`src/mandel_pkg.sv`:
```
// Mandelbrot image types: fixed-point values, pixels, colours and the band palette
package mandel_pkg;

	// Q4.23 signed fixed point
	localparam int FRAC_BITS = 23;
	typedef logic signed [26:0] fix_t;

	typedef logic [9:0] iter_t;

	// RGB 3-3-2
	typedef logic [7:0] color_t;

	////////////////////////////////////////////////////////////
	// Image geometry
	////////////////////////////////////////////////////////////

	localparam int IMG_W = 16;
	localparam int IMG_H = 8;
	localparam int PIX_ADDR_W = $clog2(IMG_W * IMG_H);

	// Row-major pixel index
	typedef logic [PIX_ADDR_W-1:0] pix_addr_t;

	// One write into the frame memory
	typedef struct packed {
		pix_addr_t addr;
		color_t    color;
	} pix_wr_t;

	// Band 0 is inside the set, higher bands escape sooner
	localparam color_t PALETTE [10] = '{
		8'b000_000_00,
		8'b111_111_11,
		8'b111_110_01,
		8'b111_100_00,
		8'b101_010_01,
		8'b011_001_01,
		8'b001_001_10,
		8'b011_010_10,
		8'b010_100_10,
		8'b001_011_11
	};

endpackage

```
`src/axil_pkg.sv`:
```
// AXI4-Lite channel structs and the renderer register map
package axil_pkg;

	typedef logic [15:0] axil_addr_t;
	typedef logic [31:0] axil_data_t;

	// Host to slave
	typedef struct packed {
		logic       aw_valid;
		axil_addr_t aw_addr;
		logic       w_valid;
		axil_data_t w_data;
		logic [3:0] w_strb;
		logic       b_ready;
		logic       ar_valid;
		axil_addr_t ar_addr;
		logic       r_ready;
	} axil_req_t;

	// Slave to host
	typedef struct packed {
		logic       aw_ready;
		logic       w_ready;
		logic       b_valid;
		logic [1:0] b_resp;
		logic       ar_ready;
		logic       r_valid;
		axil_data_t r_data;
		logic [1:0] r_resp;
	} axil_rsp_t;

	localparam logic [1:0] RESP_OKAY = 2'b00;

	// Register offsets
	localparam axil_addr_t REG_CTRL     = 16'h0000;
	localparam axil_addr_t REG_STATUS   = 16'h0004;
	localparam axil_addr_t REG_CR_START = 16'h0008;
	localparam axil_addr_t REG_CI_START = 16'h000C;
	localparam axil_addr_t REG_DX       = 16'h0010;
	localparam axil_addr_t REG_DY       = 16'h0014;
	localparam axil_addr_t REG_MAX_ITER = 16'h0018;

	// Pixel p lives at FRAME_BASE + 4*p
	localparam axil_addr_t FRAME_BASE   = 16'h1000;

endpackage

```
`src/axil_regs.sv`:
```
// AXI4-Lite register slave: view setup, frame start and status, pixel read-back
module axil_regs import mandel_pkg::*, axil_pkg::*; #(
	parameter int N_ENGINES = 4
) (
	input  logic                 clk,
	input  logic                 rst,
	input  axil_req_t            axil_req,
	output axil_rsp_t            axil_rsp,
	input  logic [N_ENGINES-1:0] engine_done,
	input  color_t               rd_color,
	output logic                 start,
	output fix_t                 cr_start,
	output fix_t                 ci_start,
	output fix_t                 dx,
	output fix_t                 dy,
	output iter_t                max_iter,
	output pix_addr_t            rd_addr
);

	localparam int FRAME_BYTES = 4 * IMG_W * IMG_H;

	logic       wr_fire;
	logic       start_ok;
	logic       b_valid_q;
	logic       start_q;
	logic       busy_q;
	logic       done_q;
	logic       rd_fire;
	logic       ar_in_frame;
	logic       frame_pend_q;
	logic       r_valid_q;
	axil_data_t r_data_q;
	axil_data_t reg_rdata;
	axil_addr_t frame_off;

	// Byte lanes with a set strobe take the new data
	function automatic axil_data_t merge_bytes(axil_data_t old, axil_data_t wdata,
			logic [3:0] strb);
		axil_data_t res;
		res = old;
		for (int b = 0; b < 4; b++) begin
			if (strb[b]) begin
				res[8*b +: 8] = wdata[8*b +: 8];
			end
		end
		return res;
	endfunction

	////////////////////////////////////////////////////////////
	// Write channel
	////////////////////////////////////////////////////////////

	// AW and W are taken together, only with no B pending
	assign wr_fire = axil_req.aw_valid && axil_req.w_valid && !b_valid_q;

	assign start_ok = wr_fire && axil_req.aw_addr == REG_CTRL && axil_req.w_strb[0]
		&& axil_req.w_data[0] && !busy_q && !start_q && max_iter != '0;

	always_ff @(posedge clk or posedge rst) begin
		if (rst) begin
			cr_start <= '0;
			ci_start <= '0;
			dx       <= '0;
			dy       <= '0;
			max_iter <= '0;
		end else if (wr_fire) begin
			case (axil_req.aw_addr)
				REG_CR_START: cr_start <= fix_t'(merge_bytes(axil_data_t'(cr_start),
					axil_req.w_data, axil_req.w_strb));
				REG_CI_START: ci_start <= fix_t'(merge_bytes(axil_data_t'(ci_start),
					axil_req.w_data, axil_req.w_strb));
				REG_DX: dx <= fix_t'(merge_bytes(axil_data_t'(dx),
					axil_req.w_data, axil_req.w_strb));
				REG_DY: dy <= fix_t'(merge_bytes(axil_data_t'(dy),
					axil_req.w_data, axil_req.w_strb));
				REG_MAX_ITER: max_iter <= iter_t'(merge_bytes(axil_data_t'(max_iter),
					axil_req.w_data, axil_req.w_strb));
				default: ;
			endcase
		end
	end

	always_ff @(posedge clk or posedge rst) begin
		if (rst) begin
			b_valid_q <= 1'b0;
		end else if (wr_fire) begin
			b_valid_q <= 1'b1;
		end else if (axil_req.b_ready) begin
			b_valid_q <= 1'b0;
		end
	end

	// Busy spans from the cycle after start until all engines report done
	always_ff @(posedge clk or posedge rst) begin
		if (rst) begin
			start_q <= 1'b0;
			busy_q  <= 1'b0;
			done_q  <= 1'b0;
		end else begin
			start_q <= start_ok;
			if (start_q) begin
				busy_q <= 1'b1;
				done_q <= 1'b0;
			end else if (busy_q && &engine_done) begin
				busy_q <= 1'b0;
				done_q <= 1'b1;
			end
		end
	end

	assign start = start_q;

	////////////////////////////////////////////////////////////
	// Read channel
	////////////////////////////////////////////////////////////

	assign rd_fire     = axil_req.ar_valid && !r_valid_q && !frame_pend_q;
	assign ar_in_frame = axil_req.ar_addr >= FRAME_BASE
		&& axil_req.ar_addr < FRAME_BASE + FRAME_BYTES;

	// Memory sees the address in the AR cycle, colour comes back next cycle
	assign frame_off = axil_req.ar_addr - FRAME_BASE;
	assign rd_addr   = frame_off[2 +: PIX_ADDR_W];

	always_comb begin
		case (axil_req.ar_addr)
			REG_STATUS:   reg_rdata = {30'b0, done_q, busy_q};
			REG_CR_START: reg_rdata = axil_data_t'(cr_start);
			REG_CI_START: reg_rdata = axil_data_t'(ci_start);
			REG_DX:       reg_rdata = axil_data_t'(dx);
			REG_DY:       reg_rdata = axil_data_t'(dy);
			REG_MAX_ITER: reg_rdata = axil_data_t'(max_iter);
			default:      reg_rdata = '0;
		endcase
	end

	always_ff @(posedge clk or posedge rst) begin
		if (rst) begin
			frame_pend_q <= 1'b0;
			r_valid_q    <= 1'b0;
		end else begin
			frame_pend_q <= rd_fire && ar_in_frame;
			if (frame_pend_q || (rd_fire && !ar_in_frame)) begin
				r_valid_q <= 1'b1;
			end else if (axil_req.r_ready) begin
				r_valid_q <= 1'b0;
			end
		end
	end

	// Held until R ready
	always_ff @(posedge clk) begin
		if (frame_pend_q) begin
			r_data_q <= axil_data_t'(rd_color);
		end else if (rd_fire) begin
			r_data_q <= reg_rdata;
		end
	end

	always_comb begin
		axil_rsp          = '0;
		axil_rsp.aw_ready = wr_fire;
		axil_rsp.w_ready  = wr_fire;
		axil_rsp.b_valid  = b_valid_q;
		axil_rsp.b_resp   = RESP_OKAY;
		axil_rsp.ar_ready = !r_valid_q && !frame_pend_q;
		axil_rsp.r_valid  = r_valid_q;
		axil_rsp.r_data   = r_data_q;
		axil_rsp.r_resp   = RESP_OKAY;
	end

endmodule

```
`config.mk`:
```
export PLATFORM = sky130hd
export DESIGN_NAME = axil_regs
export DESIGN_NICKNAME = d
export VERILOG_FILES = /design/src/mandel_pkg.sv /design/src/axil_pkg.sv /design/src/axil_regs.sv
export SDC_FILE = /design/constraint.sdc
export NUM_CORES = 1
export LEC_CHECK = 0
export ABC_AREA = 1
export BUFFER_PORTS_ARGS = -buffer_cell sky130_fd_sc_hd__buf_2
export CAP_MARGIN = 20
export CORE_MARGIN = 8
export CORE_UTILIZATION = 51
export DETAILED_ROUTE_END_ITERATION = 12
export GPL_TIMING_DRIVEN = 0
export PLACE_DENSITY = 0.79
export SLEW_MARGIN = 0
export SYNTH_ARGS = -nofsm -noshare
export SYNTH_HDL_FRONTEND = slang
export SYNTH_SLANG_ARGS = --single-unit
```
`constraint.sdc`:
```
create_clock -name clk -period 3.8 [get_ports clk]
set_input_delay 0.19 -clock clk [delete_from_list [all_inputs] [get_ports clk]]
set_output_delay 0.19 -clock clk [all_outputs]
set_load 0.005 [all_outputs]
```
* Yosys cells after proc, flatten, opt, wreduce, memory -nomap -nowiden
Cells that the tools add are included.
Widths: inputs -> output; s select.
** Cells by class
- Add/subtract/negate cells :: 1
- Multipliers :: 0
- Divide/modulo/power cells :: 0
- $lt $le $gt $ge :: 2
- Equal/unequal tests :: 11
- Shift operators :: 0
- Mux-type cells :: 11
- Bitwise logic cells :: 0
- Reductions and logical operators :: 47
** Operators by type and width (number)
- $pmux 32 s6 :: 1
- $eq 16x5->1 const B :: 6
- $eq 16x4->1 const B :: 4
- $reduce_and 3->1 :: 18
- $eq 16x3->1 const B :: 1
- $ge 16x13->1 const B :: 1
- $logic_not 16->1 :: 1
- $lt 16x13->1 const B :: 1
- $mux 8 :: 2
- $logic_and 1x1->1 :: 15
- $reduce_bool 10->1 :: 1
- $sub 9x1->9 const B :: 1
- $mux 1 :: 8
- $reduce_bool 2->1 :: 4
- $logic_not 1->1 :: 6
- $reduce_and 4->1 :: 1
- $logic_or 1x1->1 :: 1
** Word-level totals
- Flip-flop bits (word level) :: 156
- Latch bits :: 0
- Bits in writable memories :: 0
- Memory bits (read-only) :: 0
- Input bits :: 87
- Output and inout bits :: 167
- Logic and storage cells :: 98
- Memories :: 0

* Longest topological paths before layout
- Depth in word-level cells :: 8
- Mapped depth :: 12
- Mapped depth without buffers :: 12

* Least setup slack after synthesis
Ideal clock, no wire load.
- Path kind :: register to register
- Start :: register frame_pend_q
- End :: register r_data_q[17]
- Setup time :: 0.113 ns
- Arrival time :: 1.398 ns
- Required time :: 3.687 ns
- Setup slack :: 2.289 ns
- Cell stages (with the launch flop) :: 7
- Buffers on the path :: 1
- Period minus slack after synthesis :: 1.511 ns
- Cell sequence :: dfrtp_1 -> clkinv_1 -> nand2_1 -> clkinv_1 -> clkbuf_1 -> nand2_1 -> nand2_1
** Between the ends
- Cells in the longest elaborated chain, start to end :: 2
** Ends and longest elaborated chain
- from (decl) :: line axil_regs.sv:30 : logic frame_pend_q;
- from (signal assigned) :: line axil_regs.sv:142 : frame_pend_q <= rd_fire && ar_in_frame;
- $logic_not 1->1 :: line axil_regs.sv:117 : assign rd_fire = axil_req.ar_valid && !r_valid_q && !frame_pend_q;
- $logic_and 1x1->1 :: line axil_regs.sv:117
- to (signal assigned) :: line axil_regs.sv:154 : r_data_q <= axil_data_t'(rd_color);
- to (signal assigned) :: line axil_regs.sv:156 : r_data_q <= reg_rdata;
- to (decl) :: line axil_regs.sv:32 : axil_data_t r_data_q;
Several ways; a longest one is shown, not always the timed one.
A chain may end at the register's enable or synchronous reset.

* Final worst setup path
- Start :: register frame_pend_q
- End :: register r_data_q[25]
The elaborated chain is that of the path after synthesis.

==> impl_results.md <==
- Outcome: completed
- CP bufs+invs: 3
- Setup violators final: 0
- Detailed Route WL: 25.19 mm
- Worst VDD drop: 0.3141 mV
- Levels on crit path: 6
- Later-pin clock latency in the skew report: 0.43 ns
- Num Clock Sinks: 151
- WP data arrival: 2.27 ns
- Worst min path class: primary input to flip-flop
- Synth cell types: 35
- Layout Skew: 0.006938 ns
- Placeable Area: 14530 sq um
- First-pass GRT wire length: 39.00 mm
- RSZ-0062 raised after global routing: no
- CP dominant cell by count: nand2_1
- Netlist Area Pre-Place: 7607 sq um
- Slew Viols, Final: 0
- CTS Buffer Depth: 2
- P&R area growth vs syn: 27.86%
- ANT nets after route: 0
- Initial DRC count: 732
- Cells after synthesis: 860
- Root Buffer: clkbuf_16
- Critical Path End Type: flip-flop
- DRC: 0
- P per Cell Area: 365.3 nW/um^2
- IO Pins: 254
- WP data required: 4.13 ns
- Vias per inst: 5.427
- #FFs+latches synth: 151
- Crit Reg-Reg Endpoint: r_data_q[25]$_SDFFE_PP0P_
- Final non-filler cell total: 1326
- Yosys Warn Count: 0
- Hold Violations, Final: 0
- Crit-path max FO: 10
- Final WS setup: 1.863 ns
- Wire per inst: 19.00 microns
- Relative slew slack: 0.5380
- Post-synthesis average cell area: 8.846 sq um
- Hold_ws: 0.02771 ns
- CP Launch Point: frame_pend_q$_DFF_PP0_
- Routability Congestion: 0.9318
- Share of layout cells above drive strength 1: 0.4046
- CP max-delay cell: clkinv_1
- Final core area utilization: 0.6692
- Async SR Flop Fraction: 0.8212
- GRT Util Overall: 0.2582
- Fill count: 1240
- DIE AREA: 19080 sq um
- Row Count: 44
- Pin count of the biggest net entering global routing: 66
- Vias in the first global route: 6812
- Initial core utilization: 0.5234
- CTS Buf Count: 17
- Cts hold-fix bufs: 2
- Max frequency: 0.5164 GHz
- Worst Reg-to-Reg Cells: 6
- Setup TNS: 0 ns
- Antenna violations before repair: 0
- CTS H-tree depth: 4
- Static Leak: 5.556 nW
- Placed cells: 1292
- Layout Nets: 1216
- Max stage delay on crit path: 0.41 ns
- CP startpoint kind: flip-flop
- Max-cap viol count: 0
- Worst slew pin tran: 0.6929 ns
- Post-route design area: 9727 sq um
- Seq/Total Area, Yosys: 0.4895
- Post-layout minimum cycle time: 1.937 ns
- Clock slew at reported path FFs: 0.07 ns
- Vias: 7196
- Resized cells post-CTS: 0
- CTS tree: done
- Total Power: 3.553 mW
- DP Area: 9102 sq um
- # diodes: 0
- Port Buffer Count: 244
- R2R Setup Slk: 1.86 ns
- DP HPWL: 19.02 mm
- RR Startpoint: frame_pend_q$_DFF_PP0_
- Setup bufs post-CTS: 0
- Type of the worst setup path: flip-flop to flip-flop
- End of the critical path: r_data_q[25]$_SDFFE_PP0P_
- Largest delay contributor family on the critical path: buffers and inverters
- Ys flop type: dfrtp_1
- Die Height: 138.1 microns
- Part of the cycle the worst path needs: 0.5096
- Die width: 138.1 microns
- Dpl ws: 1.822 ns
- Initial DRT Pass Iterations: 5
- Worst path cell trace: clkinv_1 -> nand2_1 -> clkinv_1 -> clkbuf_1 -> nand2_1 -> nand2_1
- Post-synth EDFFs: 8
- Grt ovf: 0
kinds of logic (layout without fill, tap and decap cells):
logic type,after synthesis,in the layout,synth area share
compound gates,124,124,0.1266
buf+inv,108,387,0.08125
flops,151,151,0.4895
other cells,1,4,0.0004929
simple gates,476,476,0.3021
placed cells by master (no fill, tap or decap), types with 19 or more instances in the layout:
master | Yosys | final
dfrtp_1 | 124 | 124
inv_1 | 50 | 49
buf_4 | 25 | 25
nand3_1 | 94 | 94
nand2_1 | 277 | 277
buf_2 | 11 | 255
o21ai_2 | 89 | 89
clkbuf_16 | 0 | 20
o21ai_1 | 27 | 27
dfxtp_1 | 19 | 19
nand4_1 | 20 | 20
nor2_1 | 36 | 36
metal layers:
metal	track usage	share of wire
met5	0	0
met3	0.07705	0.097
met2	0.4102	0.47
met1	0.3311	0.41
met4	0.08238	0.020
cells in the mapped netlist, types with 2 or more instances:
cell,instances,area share
buf_2,11,0.0072
buf_4,25,0.025
buf_6,14,0.021
clkbuf_1,4,0.0020
clkinv_1,2,0.00099
dfrtp_1,124,0.41
dfxtp_1,19,0.050
edfxtp_1,8,0.032
inv_1,50,0.025
inv_2,2,0.00099
nand2_1,277,0.14
nand2_2,6,0.0049
nand2_4,12,0.018
nand3_1,94,0.062
nand3_2,5,0.0066
nand4_1,20,0.016
nor2_1,36,0.018
nor2_2,6,0.0049
nor2_4,5,0.0074
nor2_8,6,0.016
nor4_1,2,0.0016
o21ai_0,5,0.0033
o21ai_1,27,0.018
o21ai_2,89,0.10
flip-flops by register name, summed over array words and instances, names as in the netlist, 10 cells and up:
| register | flops |
|---|---|
| ci_start | 27 |
| cr_start | 27 |
| dx | 27 |
| dy | 27 |
| max_iter | 10 |
| r_data_q | 27 |
worst min-delay path by stage:
stage	slack, ns	from	endpoint	cells after the start
after detailed placement	0.30	rst	b_valid_q$_DFFE_PP0P_	2
after global routing	0.03	rd_color[2]	r_data_q[2]$_DFFE_PP_	3
after CTS	0.02	rd_color[3]	r_data_q[3]$_DFFE_PP_	3
after global placement	0.37	axil_req[18]	b_valid_q$_DFFE_PP0P_	2
after floorplan	0.29	axil_req[18]	b_valid_q$_DFFE_PP0P_	1
final	0.03	axil_req[0]	r_valid_q$_DFFE_PP0P_	2
final cells by class:
cell class | instances | area [sq um] | share of cell area
timing repair buffer | 247 | 1269 | 0.1304
inverter | 54 | 207.7 | 0.02135
sequential | 151 | 3724 | 0.3828
tap | 184 | 230.2 | 0.02367
clock inverter | 10 | 76.32 | 0.007847
clock buffer | 22 | 528.0 | 0.05428
buffer | 54 | 415.4 | 0.04271
multi-input combinational | 604 | 3277 | 0.3369
where the power goes:
group,total (mW),internal [mW],switching (mW),leakage [nW]
Clock,1.70,0.996,0.704,0.303
Combinational,0.213,0.0746,0.139,3.30
Sequential,1.64,1.63,0.00810,1.96
worst reg2reg max path, cell delays in order, from the launching register on:
cell and delay [ns]:
dfrtp_1 0.35, clkinv_1 0.22, nand2_1 0.38, clkinv_1 0.41, clkbuf_1 0.32, nand2_1 0.12, nand2_1 0.05
Note: power is estimated with default switching activity, not from simulation.
